==> config.mk <==
export PLATFORM = sky130hd
export DESIGN_NAME = mipsAlu
export DESIGN_NICKNAME = d
export VERILOG_FILES = /design/src/verilog/mipsPkg.sv /design/src/verilog/mipsAlu.sv
export SDC_FILE = /design/constraint.sdc
export NUM_CORES = 1
export LEC_CHECK = 0
export BUFFER_PORTS_ARGS = -buffer_cell sky130_fd_sc_hd__buf_2
export CORE_MARGIN = 8
export CORE_UTILIZATION = 55
export DETAILED_ROUTE_END_ITERATION = 8
export PLACE_DENSITY = 0.95
export SLEW_MARGIN = 20
export SYNTH_ARGS = -nofsm -noshare
export SYNTH_HDL_FRONTEND = slang
export SYNTH_SLANG_ARGS = --single-unit
==> constraint.sdc <==
create_clock -name vclk -period 4.3
set_clock_uncertainty 0.2 [all_clocks]
set_input_delay 0.43 -clock vclk [all_inputs]
set_output_delay 0.43 -clock vclk [all_outputs]
set_load 0.01 [all_outputs]
==> src/verilog/mipsPkg.sv <==
package mipsPkg;

	typedef logic [31:0] wordT;
	typedef logic [4:0] regIdxT;
	typedef logic [1:0] timeT;

	typedef enum logic [5:0] {
		OP_SPECIAL = 6'h00,
		OP_J       = 6'h02,
		OP_BEQ     = 6'h04,
		OP_ORI     = 6'h0d,
		OP_LUI     = 6'h0f,
		OP_LW      = 6'h23,
		OP_SW      = 6'h2b
	} opcodeT;

	typedef enum logic [5:0] {
		FN_ADDU = 6'h21,
		FN_SUBU = 6'h23
	} functT;

	typedef enum logic [1:0] {ALU_ADD, ALU_SUB, ALU_OR, ALU_LUI} aluOpT;

	// Where an operand comes from
	typedef enum logic [1:0] {FWD_REG, FWD_EXE, FWD_MEM, FWD_WB} fwdSelT;

	// Use time for an operand that is never read
	localparam timeT T_NEVER = 2'd3;

	localparam wordT RESET_PC = 32'h00003000;

	typedef struct packed {
		aluOpT aluOp;
		logic useImm;
		logic memWrite;
		logic memToReg;
		logic regWrite;
		regIdxT destReg;
		logic isBranch;
		logic isJump;
		timeT tUseRs;
		timeT tUseRt;
		timeT tNew;
	} ctrlT;

	typedef struct packed {
		logic valid;
		wordT pc;
		wordT instr;
		ctrlT ctrl;
		wordT rsVal;
		wordT rtVal;
		wordT result;
	} stageT;

endpackage

==> src/verilog/mipsAlu.sv <==
`timescale 1ns/1ns

module mipsAlu (
	input mipsPkg::aluOpT op,
	input mipsPkg::wordT a,
	input mipsPkg::wordT b,
	output mipsPkg::wordT y
);

	always_comb begin
		case (op)
			mipsPkg::ALU_ADD: y = a + b;
			mipsPkg::ALU_SUB: y = a - b;
			mipsPkg::ALU_OR: y = a | b;
			// lui loads the immediate into the upper half
			mipsPkg::ALU_LUI: y = {b[15:0], 16'h0000};
			default: y = '0;
		endcase
	end

endmodule

==> key figures <==
Finish
  – FFs & Latches: 0
  – Fin area: 4350 um^2
  – Synth-to-layout area growth: 38.5%
  – Seq. cell area: 0 um^2
  – FILL cells: 323
  – Footprint of the multi-input gates: 3240 um^2
  – # clk buffers: 0
  – Layout cells sized above 1: 37.2%
  – Layout Nets: 709
  – Final antenna diode count: 0

Routing
  – Drt pass-1 iters: 8
  – Final WL: 15.0 mm
  – Vias/cell: 7.07
  – Routed WL per cell: 22.1 um
  – Via count: 4801
  – Starting DRT DRC Count: 635
  – Remaining DRCs: 0
  – ANT nets after route: 0

Power and ir drop
  – Sequential power share: 0%
  – Power, Total: 0.859 mW
  – Comb power frac: 100.0%
  – Lkg Pwr: 2.03 nW
  – Switching power: 0.501 mW
  – Internal power: 0.358 mW
  – Pwr dens: 197 nW/um^2
  – Worst vdd ir: 114 uV
  – Net Sw Frac: 58.3%
  – Clock Power Share: 0%

Placement
  – Routability cong.: 1.08
  – Detailed placement HPWL: 10.0 mm
  – Pre-CTS setup slack: -0.130 ns
  – PortBufs: 98
  – Post-DP Area: 3950 um^2

Synth
  – Mapped Area: 3140 um^2
  – Register area share after synthesis: 0%
  – Average size of a mapped cell: 6.61 um^2
  – Mapped Cells: 476
  – Syn Nets: 576
  – Post-synthesis cell type count: 67
  – Yosys warns: 0

Global route
  – First-pass GRT wire length: 20.3 mm
  – Met2 Use GR: 47.2%
  – Gr usage total: 28.0%
  – GR peak layer: met2
  – GR Util met1: 31.6%
  – Vias in the first global route: 4504
  – Grt ovf: 0
  – Grt met3 use: 6.60%
  – Initial antenna violation count: 0
  – Largest net degree at the start of global routing: 55

Worst setup path
  – CP endpoint kind: output port
  – Kind of critical path: input pin to output port
  – Buf+Inv Stages, Crit Path: 4
  – Cell Chain, Critical Path: buf_2 > nor4_4 > nand4_4 > or2_4 > buf_6 > o41ai_4 > xor2_2 > ha_4 > buf_4 > nand2_1 > o21ai_0 > a221oi_1 > o21ai_1 > xnor2_1 > o21ai_1 > buf_2
  – Critical path's largest stage delay: 0.44 ns
  – CP startpoint kind: input pin
  – Worst path slowest cell: nor4_4
  – CP max FO: 7
  – Arr. time, crit path: 3.84 ns
  – Critical Path RT: 3.67 ns
  – CP top delay family: compound AO/OA/AOI/OAI gates

Timing
  – Worst Max-Slew Pin Slew: 0.538 ns
  – Slew Limit Fails: 0
  – # setup viols final: 9
  – Worst Setup Slack, final: -0.170 ns
  – RSZ-0062 raised after global routing: yes
  – Max Freq: 224 MHz
  – Sum of negative setup slack: -0.743 ns
  – Tcrit/Tclk final: 104%
  – Crit path time final: 4.47 ns
  – Slew margin rel.: 64.1%
  – Final-report hold violation count: 0

Hold path
  – Hold Crit Endpoint: y[25]
  – Hold Path Stages: 4
  – Hold wc startpoint: a[25]
  – Min-delay worst type: input pin to output port

Outcome
  – Failing checks: setup timing
  – Status: complete, but fails checks

Die
  – Die H: 91.6 um
  – Die X: 91.6 um
  – Initial core utilization: 57.1%
  – Row count: 27
  – Die ar.: 8390 um^2
  – Area of the core: 5510 um^2
  – IO Count: 98

Run
  – Total of max-cap violations: 0
==> cell type report <==
class	instances	area share (%)
multi-input combinational	437	74.5
timing repair buffer	159	22.5
tap	72	2.07
inverter	11	0.948
==> how the worst max path moves through the flow <==
stage                       end  cells past startpoint  startpoint  slack [ns]
after floorplan           y[27]                     15        b[2]        0.21
after global placement    y[27]                     14       b[16]        0.02
after detailed placement  y[27]                     14       b[17]       -0.13
after CTS                 y[26]                     17        b[9]       0.002
after global routing      y[23]                     17        b[1]       -0.24
final                     y[31]                     16       b[12]       -0.17
==> Yosys cell counts, types with 9 or more instances <==
cell type | count | share of area, %
clkbuf_1 | 24 | 2.9
ha_1 | 33 | 13
o21ai_0 | 46 | 7.3
nand2_1 | 36 | 4.3
o21ai_1 | 9 | 1.4
inv_1 | 11 | 1.3
xor2_1 | 33 | 9.2
xnor2_1 | 22 | 6.1
o311ai_0 | 12 | 3.3
nor2_1 | 65 | 7.8
a21oi_1 | 45 | 7.2
a21o_1 | 18 | 4.3
nand2b_1 | 15 | 3.0
==> logic make-up after synthesis <==
group,after synthesis,share of synthesized area [%]
multiplexers,4,1.39
adder cells (fa/ha/maj),34,13.8
buffers and inverters,39,4.97
AND/OR/NAND/NOR,177,29.7
XOR/XNOR,56,15.8
AO/OA/AOI/OAI,166,34.3
==> cells in the final DEF (no fill, tap or decap), drive strengths merged, types with 12 or more instances in the layout <==
master and n:
nor2 69, a21o 18, nand2b 15, a21oi 47
xor2 33, buf 159, xnor2 23, nand2 37
o21ai 57, ha 33, o311ai 12
==> repair_timing <==
action	in CTS	in global routing
endpoints found under the setup margin	7	13
resized for setup	9	59
hold buffers	0	0
setup buffers	2	14
pin swaps	4	34
==> power by group through the flow <==
stage | registers (mW) | clock network (mW) | logic [mW]
after floorplan | 0 | 0 | 0.459
after global placement | 0 | 0 | 0.693
after detailed placement | 0 | 0 | 0.722
after CTS | 0 | 0 | 0.736
after global routing | 0 | 0 | 0.913
final | 0 | 0 | 0.859
==> per-stage QoR <==
step | instances | utilization, % | hold slack (ns)
CTS | 665 | 72.9 | 1.05
global placement | 663 | 71.7 | 1.04
global route | 679 | 79.1 | 1.09
detailed placement | 663 | 71.7 | 1.05
floorplan | 476 | - | 0.869
finish | 679 | 79.1 | 1.06
==> metal layers <==
metal  vias up  wire [um]
met5         -          0
met4         0       1440
met3       191       2130
met2       523       6360
met1      2083       5100
li1       2004          -
==> tightest hold or removal path: stages <==
cell and delay, ns:
buf_2 0.09, o311ai_0 0.10, o21ai_0 0.08, buf_2 0.13
Note: power is estimated with default switching activity, not from simulation.
