===== config.mk =====
export PLATFORM = sky130hd
export DESIGN_NAME = regFile
export DESIGN_NICKNAME = d
export VERILOG_FILES = /design/src/verilog/mipsPkg.sv /design/src/verilog/regFile.sv
export SDC_FILE = /design/constraint.sdc
export NUM_CORES = 2
export LEC_CHECK = 0
export BUFFER_PORTS_ARGS = -buffer_cell sky130_fd_sc_hd__buf_2
export CORE_ASPECT_RATIO = 1.1
export CORE_MARGIN = 2
export CORE_UTILIZATION = 50
export CTS_BUF_LIST = sky130_fd_sc_hd__clkbuf_8
export CTS_CLUSTER_SIZE = 10
export DETAILED_ROUTE_END_ITERATION = 8
export PLACE_DENSITY_LB_ADDON = 0.2
export SLEW_MARGIN = 15
export SYNTH_ARGS = -nofsm -noshare
export SYNTH_HDL_FRONTEND = slang
export SYNTH_SLANG_ARGS = --single-unit

===== constraint.sdc =====
create_clock -name clk -period 2.8 [get_ports clk]
set_clock_uncertainty 0.1 [all_clocks]
set_input_delay 0.28 -clock clk [delete_from_list [all_inputs] [get_ports clk]]
set_output_delay 0.28 -clock clk [all_outputs]
set_load 0.02 [all_outputs]

===== src/verilog/mipsPkg.sv =====
package mipsPkg;

	typedef logic [31:0] wordT;
	typedef logic [4:0] regIdxT;
	typedef logic [1:0] timeT;

	typedef enum logic [5:0] {
		OP_SPECIAL = 6'h00,
		OP_J       = 6'h02,
		OP_BEQ     = 6'h04,
		OP_ORI     = 6'h0d,
		OP_LUI     = 6'h0f,
		OP_LW      = 6'h23,
		OP_SW      = 6'h2b
	} opcodeT;

	typedef enum logic [5:0] {
		FN_ADDU = 6'h21,
		FN_SUBU = 6'h23
	} functT;

	typedef enum logic [1:0] {ALU_ADD, ALU_SUB, ALU_OR, ALU_LUI} aluOpT;

	// Where an operand comes from
	typedef enum logic [1:0] {FWD_REG, FWD_EXE, FWD_MEM, FWD_WB} fwdSelT;

	// Use time for an operand that is never read
	localparam timeT T_NEVER = 2'd3;

	localparam wordT RESET_PC = 32'h00003000;

	typedef struct packed {
		aluOpT aluOp;
		logic useImm;
		logic memWrite;
		logic memToReg;
		logic regWrite;
		regIdxT destReg;
		logic isBranch;
		logic isJump;
		timeT tUseRs;
		timeT tUseRt;
		timeT tNew;
	} ctrlT;

	typedef struct packed {
		logic valid;
		wordT pc;
		wordT instr;
		ctrlT ctrl;
		wordT rsVal;
		wordT rtVal;
		wordT result;
	} stageT;

endpackage


===== src/verilog/regFile.sv =====
`timescale 1ns/1ns

module regFile (
	input logic clk,
	input logic arstN,
	input mipsPkg::regIdxT readA,
	input mipsPkg::regIdxT readB,
	output mipsPkg::wordT dataA,
	output mipsPkg::wordT dataB,
	input logic writeEn,
	input mipsPkg::regIdxT writeIdx,
	input mipsPkg::wordT writeData
);

	mipsPkg::wordT regs [1:31];

	// Register 0 reads zero, a same-cycle write is passed through
	function automatic mipsPkg::wordT readPort(input mipsPkg::regIdxT idx);
		if (idx == '0) return '0;
		if (writeEn && writeIdx == idx) return writeData;
		return regs[idx];
	endfunction

	always_comb begin
		dataA = readPort(readA);
		dataB = readPort(readB);
	end

	always_ff @(posedge clk or negedge arstN) begin
		if (!arstN) begin
			for (int i = 1; i < 32; i++) begin
				regs[i] <= '0;
			end
		end else if (writeEn && writeIdx != '0) begin
			regs[writeIdx] <= writeData;
		end
	end

endmodule

==> out/qor.json <==
{
  "place_congestion": {"value": 0.883},
  "critPathMaxStageDelay": {"value": 470, "unit": "ps"},
  "stdcell_area": {"value": 64300, "unit": "um^2"},
  "numPlacedInstances": {"value": 5079},
  "regArea": {"value": 24800, "unit": "um^2"},
  "max_cap_violations": {"value": 0},
  "postSynthCellCount": {"value": 3563},
  "layout.nets": {"value": 3973},
  "max_slew.worst_pin.slew": {"value": 950, "unit": "ps"},
  "largestRegisters": {"value": "regs (992)"},
  "startpoint_types": {"value": "flop"},
  "cts.reportedPaths.clkPinSlew": {"value": 60, "unit": "ps"},
  "seq_power_share": {"value": 0.443},
  "syn2layout_area_growth": {"value": 19.7, "unit": "%"},
  "synth_compound_area_frac": {"value": 0.0581},
  "fp.dieH": {"value": 348, "unit": "um"},
  "portion_of_synthesized_cell_area_occupied_by_the_leading_cell_type": {"value": 0.462},
  "wire_length_of_the_first_global_routing_pass": {"value": 280, "unit": "mm"},
  "asyncSetResetFlopFracSynth": {"value": 1.00},
  "postSynthRegisterBits": {"value": 992},
  "period_needed": {"value": 3220, "unit": "ps"},
  "route.antenna.remaining_nets": {"value": 0},
  "detail_route.drc_violations": {"value": 0},
  "total_switching_power": {"value": 0.0127, "unit": "W"},
  "clock_insertion_delay_worst_skew": {"value": 870, "unit": "ps"},
  "route.vias.total": {"value": 37800},
  "hold_viol_final": {"value": 0},
  "placeableCoreArea": {"value": 107000, "unit": "um^2"},
  "largest_reg_flops": {"value": 992},
  "largest_family_of_logic_cells_by_synthesized_area": {"value": "multiplexers"},
  "grt_setup_unrepaired": {"value": "true"},
  "registers.top_by_ff_count": {"value": "regs"},
  "vias_per_cell": {"value": 6.92},
  "clk_root_buffer_cell": {"value": "sky130_fd_sc_hd__clkbuf_8"},
  "die-area": {"value": 110000, "unit": "um^2"},
  "fp.dieW": {"value": 316, "unit": "um"},
  "ys.flop_type": {"value": "sky130_fd_sc_hd__dfrtp_1"},
  "cp_max_fo": {"value": 3},
  "power.clock.fraction": {"value": 0.312},
  "finalMaxSlewViolations": {"value": 0},
  "timing.critical_path.slowest_stage_cell": {"value": "sky130_fd_sc_hd__mux4_2"},
  "crit_arrival": {"value": 2840, "unit": "ps"},
  "numPortBuffers": {"value": 113},
  "synthesis.nets": {"value": 3613},
  "overflow": {"value": 0},
  "place_ws": {"value": -382, "unit": "ps"},
  "crit_path_cell_trace": {"value": "mux4_2 -> a22o_1 -> a221oi_2 -> buf_4 -> o31a_1 -> a21oi_2 -> buf_6"},
  "std_cell_rows": {"value": 126},
  "synth-simple-area-share": {"value": 0.0184},
  "total_leakage_power": {"value": 28.0, "unit": "nW"},
  "ctsLongestPathBuffers": {"value": 3},
  "synthesis.yosys.warnings": {"value": 0},
  "power.share.switching": {"value": 0.291},
  "min_path_type": {"value": "primary input to flop"},
  "pwr_density_cell": {"value": 678, "unit": "nW/um^2"},
  "critical_path_class": {"value": "flop to output port"},
  "cts_buffers": {"value": 171},
  "tritoncts_num_sinks": {"value": 992},
  "synth.mux.area_fraction": {"value": 0.423},
  "post_synth_xor_area_fraction": {"value": 0.00163},
  "htree_levels": {"value": 4},
  "synth_top_cells_by_area": {"value": "sky130_fd_sc_hd__dfrtp_1 46%, sky130_fd_sc_hd__mux2_2 22%, sky130_fd_sc_hd__mux4_2 19%"},
  "multi_input_comb_area": {"value": 28300, "unit": "um^2"},
  "ys_seq_area_frac": {"value": 0.462},
  "post_layout_nonfiller_instances": {"value": 5461},
  "p_comb_frac": {"value": 0.245},
  "synth-edff-count": {"value": 0},
  "post-dp-hpwl": {"value": 121, "unit": "mm"},
  "cp-end-kind": {"value": "output port"},
  "share_of_the_clock_period_used_by_the_worst_path": {"value": 1.15},
  "grt_antenna_before_repair": {"value": 7},
  "internal_power": {"value": 0.0309, "unit": "W"},
  "grt_max_degree": {"value": 114},
  "initialDrtViolationCount": {"value": 3915},
  "finalSetupViolations": {"value": 64},
  "leading_area_contributor_after_synthesis": {"value": "sky130_fd_sc_hd__dfrtp_1"},
  "grt_pass1_vias": {"value": 40100},
  "yosysUniqueCellTypes": {"value": 58},
  "synthesis.area": {"value": 53700, "unit": "um^2"},
  "synthAdderAreaFrac": {"value": 0},
  "globalRouteTotalUtil": {"value": 0.353},
  "io-pin-count": {"value": 114},
  "detail_route.wirelength": {"value": 192, "unit": "mm"},
  "dpl_cell_area": {"value": 58600, "unit": "um^2"},
  "vdd_drop_max": {"value": 0.484, "unit": "mV"},
  "fmaxAchievable": {"value": 0.310, "unit": "GHz"},
  "totalNegativeSetupSlack": {"value": -16220, "unit": "ps"},
  "initial_core_util": {"value": 0.502},
  "finalWorstSetupSlack": {"value": -421, "unit": "ps"},
  "post_detailed_route_wirelength_per_cell": {"value": 35.1, "unit": "um"},
  "finish.utilization": {"value": 0.601},
  "violations": {"value": "setup timing"},
  "drtPass1Iterations": {"value": 7},
  "worst_ep_required_time": {"value": 2420, "unit": "ps"},
  "timing.max_slew.rel_slack": {"value": 0.367},
  "cts_tree": {"value": "built"},
  "layout.filler_cells": {"value": 8091},
  "postSynthAreaPerCell": {"value": 15.1, "unit": "um^2"},
  "final_layout_size_suffix_gt1_frac": {"value": 0.624},
  "run_status": {"value": "finished, violations left"}
}
## cells by family after synthesis
logic type,Yosys count
simple gates,197
compound gates,381
xor+xnor,10
mux,1582
buf+inv,401
flops,992
## placed cells by master (no fill, tap or decap), types with 7 or more instances in the layout
master	n
sky130_fd_sc_hd__o22ai_1	33
sky130_fd_sc_hd__nor2b_4	8
sky130_fd_sc_hd__nand2_2	15
sky130_fd_sc_hd__a21o_1	10
sky130_fd_sc_hd__o41ai_4	12
sky130_fd_sc_hd__a2111oi_2	9
sky130_fd_sc_hd__o21ai_0	32
sky130_fd_sc_hd__a221oi_2	35
sky130_fd_sc_hd__a221oi_4	7
sky130_fd_sc_hd__mux2_4	9
sky130_fd_sc_hd__buf_4	350
sky130_fd_sc_hd__nor2_4	23
sky130_fd_sc_hd__a22o_1	27
sky130_fd_sc_hd__clkinv_2	18
sky130_fd_sc_hd__buf_6	55
sky130_fd_sc_hd__o31a_1	29
sky130_fd_sc_hd__nor3_2	10
sky130_fd_sc_hd__a211oi_1	9
sky130_fd_sc_hd__nor2b_2	8
sky130_fd_sc_hd__a221o_1	13
sky130_fd_sc_hd__dlygate4sd3_1	32
sky130_fd_sc_hd__a21oi_2	25
sky130_fd_sc_hd__o2bb2ai_1	36
sky130_fd_sc_hd__mux2i_1	78
sky130_fd_sc_hd__inv_1	49
sky130_fd_sc_hd__dfrtp_1	992
sky130_fd_sc_hd__nor2b_1	22
sky130_fd_sc_hd__nand3_1	10
sky130_fd_sc_hd__nor2_1	14
sky130_fd_sc_hd__mux2_2	1046
sky130_fd_sc_hd__o41ai_2	7
sky130_fd_sc_hd__buf_2	43
sky130_fd_sc_hd__clkbuf_8	223
sky130_fd_sc_hd__a221oi_1	50
sky130_fd_sc_hd__nand2_1	35
sky130_fd_sc_hd__a211oi_2	14
sky130_fd_sc_hd__buf_12	101
sky130_fd_sc_hd__nor2_2	14
sky130_fd_sc_hd__mux4_2	446
## power by group through the flow
stage	registers (W)	logic [W]	clock network (W)
floorplan	0.0186	0.00699	0
global placement	0.0191	0.00937	0
detailed placement	0.0195	0.00966	0
CTS	0.0192	0.0104	0.0138
global route	0.0196	0.0112	0.0144
finish	0.0193	0.0107	0.0136
## cells in the mapped netlist, types with 30 or more instances
| master | number |
|---|---|
| sky130_fd_sc_hd__a21oi_1 | 30 |
| sky130_fd_sc_hd__a221oi_1 | 81 |
| sky130_fd_sc_hd__buf_1 | 50 |
| sky130_fd_sc_hd__buf_2 | 104 |
| sky130_fd_sc_hd__buf_4 | 32 |
| sky130_fd_sc_hd__clkbuf_1 | 192 |
| sky130_fd_sc_hd__dfrtp_1 | 992 |
| sky130_fd_sc_hd__mux2_2 | 1055 |
| sky130_fd_sc_hd__mux2i_1 | 81 |
| sky130_fd_sc_hd__mux4_2 | 446 |
| sky130_fd_sc_hd__nand2_1 | 50 |
| sky130_fd_sc_hd__nor2_1 | 51 |
| sky130_fd_sc_hd__nor2b_1 | 38 |
| sky130_fd_sc_hd__o21ai_0 | 33 |
| sky130_fd_sc_hd__o22ai_1 | 35 |
| sky130_fd_sc_hd__o2bb2ai_1 | 39 |
## critical path, delay by kind of cell, from the launching register on
family | cells | cell delay, ps
AOI/OAI and AO/OA | 4 | 800
buffers and inverters | 2 | 310
muxes | 1 | 470
DFF | 1 | 390
## worst paths after layout
| check | start | to | slack, ps | depth (start not counted) |
|---|---|---|---|---|
| setup / recovery | regs[517] | dataB[5] | -420 | 7 |
| hold / removal | writeData[16] | regs[912] | 70 | 3 |
| setup reg to reg | regs[584] | regs[584] | 1670 | 3 |
| min in group asynchronous | arstN | regs[946] | 80 | 3 |
| max in group asynchronous | arstN | regs[405] | 1830 | 3 |
| hold reg to reg | regs[416] | regs[416] | 420 | 1 |
## layer usage
metal / vias to the layer above / global-route usage / routed length [um]
met4: 4 / 0.201 / 12100
met1: 20400 / 0.465 / 73700
met5: - / 0 / 29
met3: 603 / 0.0837 / 17100
met2: 2098 / 0.538 / 89000
li1: 14700 / - / -
## through the flow
| step | total power, W | hold slack, ps |
|---|---|---|
| 3_3_place_gp | 0.0285 | 207 |
| 4_1_cts | 0.0434 | 12.8 |
| 6_report | 0.0436 | 68.3 |
| 5_1_grt | 0.0453 | 57.5 |
| 3_5_place_dp | 0.0291 | 212 |
| 2_1_floorplan | 0.0256 | -116 |
## cell type report
| class | instances | area share |
|---|---|---|
| clock buffer | 223 | 0.0477 |
| timing repair buffer | 587 | 0.0919 |
| multi-input combinational | 2170 | 0.440 |
| antenna | 3 | 0.000117 |
| sequential | 992 | 0.386 |
| tap | 1408 | 0.0274 |
| clock inverter | 77 | 0.00691 |
| inverter | 1 | 0.0000584 |
## repair_timing
| item | in CTS | in global routing |
|---|---|---|
| pin swaps | 110 | 47 |
| endpoints found under the hold margin | 1617 | 0 |
| setup buffers | 54 | 13 |
| resized for setup | 259 | 63 |
| hold buffers | 33 | 0 |
| setup endpoints to repair | 64 | 64 |
No activity file was read; power rests on OpenSTA's default activity.
