### src/verilog/mipsPkg.sv
package mipsPkg;

	typedef logic [31:0] wordT;
	typedef logic [4:0] regIdxT;
	typedef logic [1:0] timeT;

	typedef enum logic [5:0] {
		OP_SPECIAL = 6'h00,
		OP_J       = 6'h02,
		OP_BEQ     = 6'h04,
		OP_ORI     = 6'h0d,
		OP_LUI     = 6'h0f,
		OP_LW      = 6'h23,
		OP_SW      = 6'h2b
	} opcodeT;

	typedef enum logic [5:0] {
		FN_ADDU = 6'h21,
		FN_SUBU = 6'h23
	} functT;

	typedef enum logic [1:0] {ALU_ADD, ALU_SUB, ALU_OR, ALU_LUI} aluOpT;

	// Where an operand comes from
	typedef enum logic [1:0] {FWD_REG, FWD_EXE, FWD_MEM, FWD_WB} fwdSelT;

	// Use time for an operand that is never read
	localparam timeT T_NEVER = 2'd3;

	localparam wordT RESET_PC = 32'h00003000;

	typedef struct packed {
		aluOpT aluOp;
		logic useImm;
		logic memWrite;
		logic memToReg;
		logic regWrite;
		regIdxT destReg;
		logic isBranch;
		logic isJump;
		timeT tUseRs;
		timeT tUseRt;
		timeT tNew;
	} ctrlT;

	typedef struct packed {
		logic valid;
		wordT pc;
		wordT instr;
		ctrlT ctrl;
		wordT rsVal;
		wordT rtVal;
		wordT result;
	} stageT;

endpackage

### src/verilog/hazardUnit.sv
`timescale 1ns/1ns

module hazardUnit (
	input mipsPkg::regIdxT decodeRs,
	input mipsPkg::regIdxT decodeRt,
	input mipsPkg::ctrlT decodeCtrl,
	input mipsPkg::stageT executeStage,
	input mipsPkg::stageT memStage,
	input mipsPkg::stageT writeStage,
	output logic stall,
	output mipsPkg::fwdSelT decodeRsSel,
	output mipsPkg::fwdSelT decodeRtSel,
	output mipsPkg::fwdSelT executeRsSel,
	output mipsPkg::fwdSelT executeRtSel,
	output logic memRtFwd
);

	function automatic logic hits(input mipsPkg::stageT s, input mipsPkg::regIdxT r);
		return s.valid && s.ctrl.regWrite && (s.ctrl.destReg == r);
	endfunction

	// Remaining new time once a producer has moved n stages past execute
	function automatic mipsPkg::timeT ageBy(input mipsPkg::timeT t, input mipsPkg::timeT n);
		return (t > n) ? mipsPkg::timeT'(t - n) : '0;
	endfunction

	// Youngest match wins, and only if its result is ready
	function automatic mipsPkg::fwdSelT pick(input logic hitE, input logic hitM,
			input logic hitW, input mipsPkg::timeT newE, input mipsPkg::timeT newM,
			input mipsPkg::timeT newW);
		mipsPkg::fwdSelT sel;
		sel = mipsPkg::FWD_REG;
		if (hitE) begin
			if (newE == '0) sel = mipsPkg::FWD_EXE;
		end else if (hitM) begin
			if (newM == '0) sel = mipsPkg::FWD_MEM;
		end else if (hitW) begin
			if (newW == '0) sel = mipsPkg::FWD_WB;
		end
		return sel;
	endfunction

	mipsPkg::timeT newE, newM, newW;
	logic dRsE, dRsM, dRsW, dRtE, dRtM, dRtW;
	logic eRsM, eRsW, eRtM, eRtW;
	logic stallE, stallM;

	assign newE = executeStage.ctrl.tNew;
	assign newM = ageBy(memStage.ctrl.tNew, 2'd1);
	assign newW = ageBy(writeStage.ctrl.tNew, 2'd2);

	assign dRsE = hits(executeStage, decodeRs);
	assign dRsM = hits(memStage, decodeRs);
	assign dRsW = hits(writeStage, decodeRs);
	assign dRtE = hits(executeStage, decodeRt);
	assign dRtM = hits(memStage, decodeRt);
	assign dRtW = hits(writeStage, decodeRt);
	assign eRsM = hits(memStage, executeStage.instr[25:21]);
	assign eRsW = hits(writeStage, executeStage.instr[25:21]);
	assign eRtM = hits(memStage, executeStage.instr[20:16]);
	assign eRtW = hits(writeStage, executeStage.instr[20:16]);

	////////////////////
	// Stall when a source is needed before its producer has it
	assign stallE = (dRsE && decodeCtrl.tUseRs < newE) || (dRtE && decodeCtrl.tUseRt < newE);
	assign stallM = (dRsM && !dRsE && decodeCtrl.tUseRs < newM)
		|| (dRtM && !dRtE && decodeCtrl.tUseRt < newM);
	assign stall = stallE || stallM;

	assign decodeRsSel = pick(dRsE, dRsM, dRsW, newE, newM, newW);
	assign decodeRtSel = pick(dRtE, dRtM, dRtW, newE, newM, newW);
	assign executeRsSel = pick(1'b0, eRsM, eRsW, '0, newM, newW);
	assign executeRtSel = pick(1'b0, eRtM, eRtW, '0, newM, newW);

	// Late store data, load in write-back feeding sw in memory
	assign memRtFwd = memStage.valid && memStage.ctrl.memWrite
		&& hits(writeStage, memStage.instr[20:16]);

	always_comb begin
		assert (!(executeStage.valid && executeStage.ctrl.memToReg
			&& executeStage.ctrl.destReg == '0 && stallE))
			else $error("hazardUnit: stall caused by a load to register 0");
	end

endmodule

### config.mk
export PLATFORM = sky130hd
export DESIGN_NAME = hazardUnit
export DESIGN_NICKNAME = d
export VERILOG_FILES = /design/src/verilog/mipsPkg.sv /design/src/verilog/hazardUnit.sv
export SDC_FILE = /design/constraint.sdc
export NUM_CORES = 1
export LEC_CHECK = 0
export BUFFER_PORTS_ARGS = -buffer_cell sky130_fd_sc_hd__buf_2
export CELL_PAD_IN_SITES_DETAIL_PLACEMENT = 1
export CELL_PAD_IN_SITES_GLOBAL_PLACEMENT = 1
export CORE_AREA = 10 10 218 220
export DETAILED_ROUTE_END_ITERATION = 10
export DIE_AREA = 0 0 228 230
export PLACE_DENSITY = 0.5
export SLEW_MARGIN = 20
export SYNTH_ARGS = -nofsm -noshare
export SYNTH_HDL_FRONTEND = slang
export SYNTH_SLANG_ARGS = --single-unit
### constraint.sdc
create_clock -name vclk -period 5.1
set_input_delay 1.02 -clock vclk [all_inputs]
set_output_delay 1.02 -clock vclk [all_outputs]
set_load 0.005 [all_outputs]
==> impl_metrics.csv, run 1 <==
group,metric,value,unit
synthesis,synth_nets,686,
global_route,grt_pass1_wl,10.1,mm
floorplanning,initial_utilization,2.02,%
global_route,use_met1,3.74,%
finish,final_common_cell,"buf_2",
finish,regArea,0,um2
pwr,p_leak,0.575,nW
floorplanning,dieArea,0.0524,mm2
synthesis,yosys-top-cells-area,"xor2_1, xnor2_1, nand4_1, ha_1, nor4_1",
clock_tree,cts-hold-fix-buffers,0,
synthesis,synth.avg_cell_area,7.66,um2
pwr,cellPowerDensity,48.7,mW/mm2
min_path,holdCritStartpoint,"memStage[97]",
global_route,antenna_found_initial,21,
floorplanning,die_width,228,um
routing,vias_per_cell,1.46,
floorplanning,die_y,230,um
floorplanning,io_pins,579,
clock_tree,cts_setup_buffers,0,
sta,fmax,274,MHz
sta,period_share,71.5,%
sta,drv_slew,0,
sta,final.min_clock_period,3.65,ns
pwr,power,0.0939,mW
synthesis,synth_warnings,0,
routing,dr.pass1.iters,4,
sta,maxSlewHeadroom,55.1,%
min_path,holdPathEnd,"executeRtSel[1]",
sta,hold_viol_final,0,
finish,final_cell_mix,"buf_2, xor2_1, xnor2_1",
finish,final_nets,750,
finish,utilization,4.49,%
synthesis,synth_top_area_share,31.4,%
routing,drc,0,
routing,drt-initial-drc-count,19,
synthesis,yosys.area.top_type,"xor2_1",
sta,timing.hold.ws,2.36,ns
global_route,grt_pass1_vias,1149,
routing,ant_nets,0,
sta,setup_viol,0,
critical_path,crit_path_end_kind,"output port",
synthesis,synth.distinct_cells,23,
finish,clkbuf_count,0,
finish,seq_cells,0,
critical_path,cp.required,4.08,ns
floorplanning,core_area,0.0429,mm2
clock_tree,cts_resized,0,
placed_design,place_congestion,0.667,
critical_path,crit_type,"in -> out",
global_route,busiest_layer,"met2",
min_path,hold_path_depth,3,
synthesis,synth_area,866,um2
synthesis,synth-seq-area-share,0,%
synthesis,syn_inst,113,
placed_design,portBuffers,67,
floorplanning,row_count,76,
global_route,grt_use_met3,1.76,%
global_route,grt_usage,2.81,%
sta,worst_pin_slew,0.668,ns
flow_run,drv_cap,0,
finish,drive_gt1_share,40.0,%
sta,rsz0062_at_grt,"no",
critical_path,worstPathArrival,2.63,ns
global_route,grt_use_met2,3.94,%
min_path,hold_class,"in -> out",
routing,wl_per_cell,10.2,um
critical_path,cp_max_fo,4,
placed_design,place_hpwl,7.45,mm
critical_path,startpoint_type,"primary input",
global_route,grt_overflow,0,
finish,fillers,5174,
routing,route.vias.total,1120,
sta,fin_tns_setup,0,ns
global_route,grt_max_degree,6,
routing,totalWireLength,7.82,mm
finish,syn2layout_area_growth,123,%
outcome,status,"completed",
pwr,ir_worst_vdd,0.0000173,V
==> worst max-delay path, stage by stage <==
cell     delay [ns]
buf_2          0.14
xor2_1         0.18
nor4_2         0.31
nand4_1        0.22
or4_1          0.51
nand4_1        0.11
buf_2          0.12
==> synthesized netlist by cell type <==
master and count:
a211o_1 1, a21boi_0 1, a21oi_1 3, and4_1 2, clkbuf_1 5, ha_1 4, inv_1 2, mux2i_1 2
nand2_1 4, nand2b_1 4, nand3_1 1, nand3b_1 1, nand4_1 11, nor3_1 2, nor4_1 7, nor4_2 1
o21bai_1 2, o31a_2 1, or2_2 1, or3_1 2, or4_1 1, xnor2_1 24, xor2_1 31
==> how the worst max path moves through the flow <==
stage                   from  endpoint  slack (ns)  cells past startpoint
6_report       memStage[105]     stall        1.45                      7
3_3_place_gp   memStage[105]     stall        1.43                      7
2_1_floorplan  memStage[105]     stall        1.95                      5
5_1_grt        memStage[105]     stall        1.31                      7
4_1_cts        memStage[105]     stall        1.39                      7
3_5_place_dp   memStage[105]     stall        1.39                      7
==> kinds of logic (layout without fill, tap and decap cells) <==
group / count (synthesis) / in the layout / synth area share [%]
AO/OA/AOI/OAI: 8 / 8 / 6.50
XOR/XNOR: 55 / 55 / 55.6
adder cells (fa/ha/maj): 4 / 4 / 5.78
buffers and inverters: 7 / 69 / 3.04
multiplexers: 2 / 2 / 2.31
other: 0 / 5 / 0
AND/OR/NAND/NOR: 37 / 37 / 26.7
==> through the flow <==
step | area (um2) | worst slack [ns] | cells
2_1_floorplan | 866 | 1.95 | 113
3_3_place_gp | 1910 | 1.43 | 760
3_5_place_dp | 1910 | 1.39 | 760
4_1_cts | 1910 | 1.39 | 760
5_1_grt | 1920 | 1.31 | 761
6_report | 1930 | 1.45 | 765
==> where the power goes <==
part	total [mW]	leakage [nW]	internal (mW)	switching, mW
logic	0.0939	0.575	0.0446	0.0493
registers	0	0	0	0
clock network	0.000000132	0.0000317	0.000000131	0
total	0.0939	0.575	0.0446	0.0493
==> routing by layer <==
metal,routed length (um),vias to the layer above
li1,-,535
met1,3580,484
met2,2990,67
met3,1090,20
met4,74,14
met5,84,-
==> layout make-up <==
class                      instances  area (um2)  share of cell area [%]
antenna                            5        12.5                   0.649
inverter                           2        7.51                   0.390
multi-input combinational        106         840                    43.6
tap                              585         732                    38.0
timing repair buffer              67         335                    17.4
(Power assumes the default switching activity.)
==> run 2: changes to the inputs <==
clock period = 3.7 ns   (was 5.1 ns; I/O delays follow)
==> impl_metrics.csv, run 2 (synthesized netlist as in run 1, its figures left out) <==
group,metric,value,unit
finish,regArea,0,um2
min_path,holdCritStartpoint,"memStage[97]",
critical_path,cp.required,2.96,ns
sta,setup_viol,0,
critical_path,worstPathArrival,2.31,ns
routing,drt-initial-drc-count,28,
pwr,power_switching,0.0692,mW
pwr,pwr-share-seq,0,%
floorplanning,initial_utilization,2.02,%
sta,fmax,328,MHz
clock_tree,cts-hold-fix-buffers,0,
sta,drv_slew,0,
routing,dr.pass1.iters,4,
sta,rsz0062_at_grt,"no",
sta,timing.hold.ws,1.80,ns
routing,wl_per_cell,10.2,um
flow_run,drv_cap,0,
global_route,grt_pass1_vias,1131,
routing,totalWireLength,7.83,mm
finish,final_common_cell,"buf_2",
pwr,power,0.131,mW
pwr,p_int,0.0615,mW
pwr,clkPwrFrac,0,%
sta,worst_pin_slew,0.439,ns
critical_path,crit_type,"in -> out",
sta,fin_tns_setup,0,ns
global_route,antenna_found_initial,20,
sta,maxSlewHeadroom,70.4,%
floorplanning,row_count,76,
floorplanning,io_pins,579,
sta,final.min_clock_period,3.05,ns
finish,syn2layout_area_growth,123,%
min_path,holdPathEnd,"executeRtSel[1]",
global_route,grt_pass1_wl,9.99,mm
routing,drc,0,
global_route,grt_max_degree,6,
finish,clkbuf_count,0,
outcome,status,"completed",
min_path,hold_class,"in -> out",
pwr,swShare,53.0,%
routing,vias_per_cell,1.49,
routing,ant_nets,0,
critical_path,startpoint_type,"primary input",
sta,period_share,82.3,%
finish,final_cell_mix,"buf_2, xor2_1, xnor2_1",
floorplanning,dieArea,0.0524,mm2
critical_path,cp_max_fo,4,
clock_tree,cts_resized,0,
pwr,combPwrFrac,100.0,%
floorplanning,core_area,0.0429,mm2
global_route,grt_usage,2.78,%
placed_design,place_congestion,0.666,
finish,drive_gt1_share,40.3,%
pwr,ir_worst_vdd,0.0000320,V
placed_design,portBuffers,67,
floorplanning,die_y,230,um
pwr,p_leak,0.580,nW
finish,utilization,4.50,%
floorplanning,die_width,228,um
pwr,cellPowerDensity,67.7,mW/mm2
sta,hold_viol_final,0,
finish,seq_cells,0,
placed_design,place_hpwl,7.42,mm
global_route,grt_overflow,0,
routing,route.vias.total,1140,
clock_tree,cts_setup_buffers,0,
critical_path,crit_path_end_kind,"output port",
finish,final_nets,751,
min_path,hold_path_depth,3,
## run 2: stage by stage
step	instances	area (um2)	setup slack, ns
after floorplan	113	866	1.11
after global placement	761	1920	0.593
after detailed placement	761	1920	0.594
after CTS	761	1920	0.594
after global routing	762	1920	0.523
final	764	1930	0.653
## run 2: per-layer routing
layer / vias to the layer above / routed length [um] / track usage (%)
li1: 531 / - / -
met1: 504 / 3570 / 3.67
met2: 67 / 2970 / 3.85
met3: 22 / 1140 / 1.86
met4: 16 / 61 / 0
met5: - / 81 / 0
## run 2: cell type report
| class | count | area, um2 |
|---|---|---|
| timing repair buffer | 68 | 343 |
| tap | 585 | 732 |
| inverter | 2 | 7.51 |
| antenna | 3 | 7.51 |
| fill | 5168 | 41000 |
| multi-input combinational | 106 | 840 |
## run 2: power groups by stage
stage,Sequential (mW),Combinational (mW),Clock [mW]
2_1_floorplan,0,0.0644,0
4_1_cts,0,0.134,0
6_report,0,0.131,0.000000109
3_3_place_gp,0,0.130,0
3_5_place_dp,0,0.134,0
5_1_grt,0,0.146,0.0000000362
## run 2: worst max-delay path by stage
| stage | startpoint | cells past startpoint | endpoint | slack (ns) |
|---|---|---|---|---|
| floorplan | memStage[105] | 5 | stall | 1.11 |
| global placement | memStage[105] | 7 | stall | 0.59 |
| detailed placement | memStage[105] | 7 | stall | 0.59 |
| CTS | memStage[105] | 7 | stall | 0.59 |
| global route | memStage[105] | 7 | stall | 0.52 |
| finish | memStage[105] | 7 | stall | 0.65 |
## run 2: critical path, cell delays in order
cell	delay [ns]
buf_2	0.14
xor2_1	0.17
nor4_2	0.28
nand4_1	0.22
or4_1	0.51
nand4_1	0.12
buf_2	0.12
==> run 3: changes to the inputs <==
clock period = 3.1 ns   (was 3.7 ns; I/O delays follow)
==> impl_metrics.csv, run 3 (synthesized netlist as in run 1, its figures left out) <==
group,metric,value,unit
finish,seq_cells,0,
global_route,grt_max_degree,6,
sta,worst_pin_slew,0.472,ns
routing,route.met2.wl,2.94,mm
pwr,p_int,0.0737,mW
critical_path,startpoint_type,"primary input",
pwr,combPwrFrac,100.0,%
floorplanning,die_y,230,um
finish,fillers,5171,
sta,timing.hold.ws,1.55,ns
sta,setup_viol,0,
routing,totalWireLength,7.74,mm
min_path,holdPathEnd,"executeRtSel[1]",
clock_tree,cts_setup_buffers,0,
sta,fmax,354,MHz
sta,drv_slew,0,
routing,dr.pass1.iters,4,
min_path,holdCritStartpoint,"memStage[97]",
pwr,power,0.155,mW
floorplanning,core_area,0.0429,mm2
placed_design,placedCellCount,763,
placed_design,portBuffers,67,
finish,regArea,0,um2
routing,wl_met3,988,um
critical_path,slowest_delay,0.52,ns
routing,ant_nets,0,
pwr,p_leak,0.589,nW
routing,drt-initial-drc-count,24,
critical_path,crit_type,"in -> out",
sta,fin_tns_setup,0,ns
placed_design,place_congestion,0.666,
finish,final_cell_mix,"buf_2, xor2_1, xnor2_1",
pwr,clkPwrFrac,0,%
finish,syn2layout_area_growth,125,%
critical_path,cp.required,2.48,ns
critical_path,worstPathArrival,2.21,ns
pwr,ir_worst_vdd,0.0000342,V
routing,route.vias.total,1114,
pwr,power_switching,0.0817,mW
finish,final_common_cell,"buf_2",
finish,final_nets,753,
placed_design,place_hpwl,7.39,mm
floorplanning,die_width,228,um
pwr,pwr-share-seq,0,%
floorplanning,dieArea,0.0524,mm2
critical_path,cp_top_family,"simple AND/OR/NAND/NOR gates",
sta,period_share,91.2,%
finish,drive_gt1_share,41.0,%
global_route,grt_usage,2.78,%
outcome,status,"completed",
routing,drc,0,
floorplanning,row_count,76,
sta,worst_slack,0.271,ns
placed_design,placed_cell_area,0.00194,mm2
routing,vias_per_cell,1.45,
clock_tree,cts_resized,0,
min_path,hold_class,"in -> out",
global_route,grt_pass1_vias,1168,
floorplanning,io_pins,579,
finish,clkbuf_count,0,
sta,rsz0062_at_grt,"no",
global_route,grt_pass1_wl,10.0,mm
finish,multi_input_area,840,um2
pwr,cellPowerDensity,79.8,mW/mm2
global_route,antenna_found_initial,19,
floorplanning,initial_utilization,2.02,%
sta,final.min_clock_period,2.83,ns
min_path,hold_path_depth,3,
flow_run,drv_cap,0,
pwr,swShare,52.5,%
finish,final_area,0.00195,mm2
critical_path,worstPathCellList,"buf_2, xor2_1, nor4_2, nand4_1, or4_1, nand4_1, buf_2",
finish,utilization,4.54,%
critical_path,cp-startpoint,"memStage[105]",
critical_path,crit_path_end_kind,"output port",
critical_path,cp_max_fo,4,
clock_tree,cts-hold-fix-buffers,0,
routing,top_layer,"met5",
routing,drt-met1-wl,3.68,mm
finish,stdcell_count,767,
critical_path,crit_buf_inv,2,
sta,hold_viol_final,0,
placed_design,pre_cts_slack,0.206,ns
critical_path,cpMaxStageDelayCell,"or4_1",
sta,maxSlewHeadroom,68.2,%
global_route,grt_overflow,0,
routing,wl_per_cell,10.1,um
==> run 3: cell count changes in the layout (fill, tap and decap cells not counted) <==
cell     before  now
buf_4         1    3
diode_2       3    4
==> run 3: layer usage <==
metal / up-vias / track usage, %
li1: 538 / -
met1: 477 / 3.78
met2: 67 / 3.85
met3: 18 / 1.66
met4: 14 / 0
met5: - / 0
==> run 3: worst max-delay path by stage <==
| stage | endpoint | cells after the start |
|---|---|---|
| finish | stall | 7 |
| global route | stall | 7 |
| CTS | stall | 7 |
| detailed placement | stall | 7 |
| global placement | stall | 7 |
| floorplan | stall | 5 |
==> run 3: layout make-up <==
type                            count  area share, %
Inverter                            2          0.386
Tap cell                          585           37.6
Antenna cell                        4          0.514
Multi-Input combinational cell    106           43.1
Timing Repair Buffer               70           18.4
==> run 3: power groups by stage <==
| stage | logic, mW | clock network [mW] | registers, mW |
|---|---|---|---|
| CTS | 0.160 | 0 | 0 |
| global route | 0.175 | 0.0000000863 | 0 |
| global placement | 0.156 | 0 | 0 |
| finish | 0.155 | 0.000000173 | 0 |
| floorplan | 0.0769 | 0 | 0 |
| detailed placement | 0.159 | 0 | 0 |
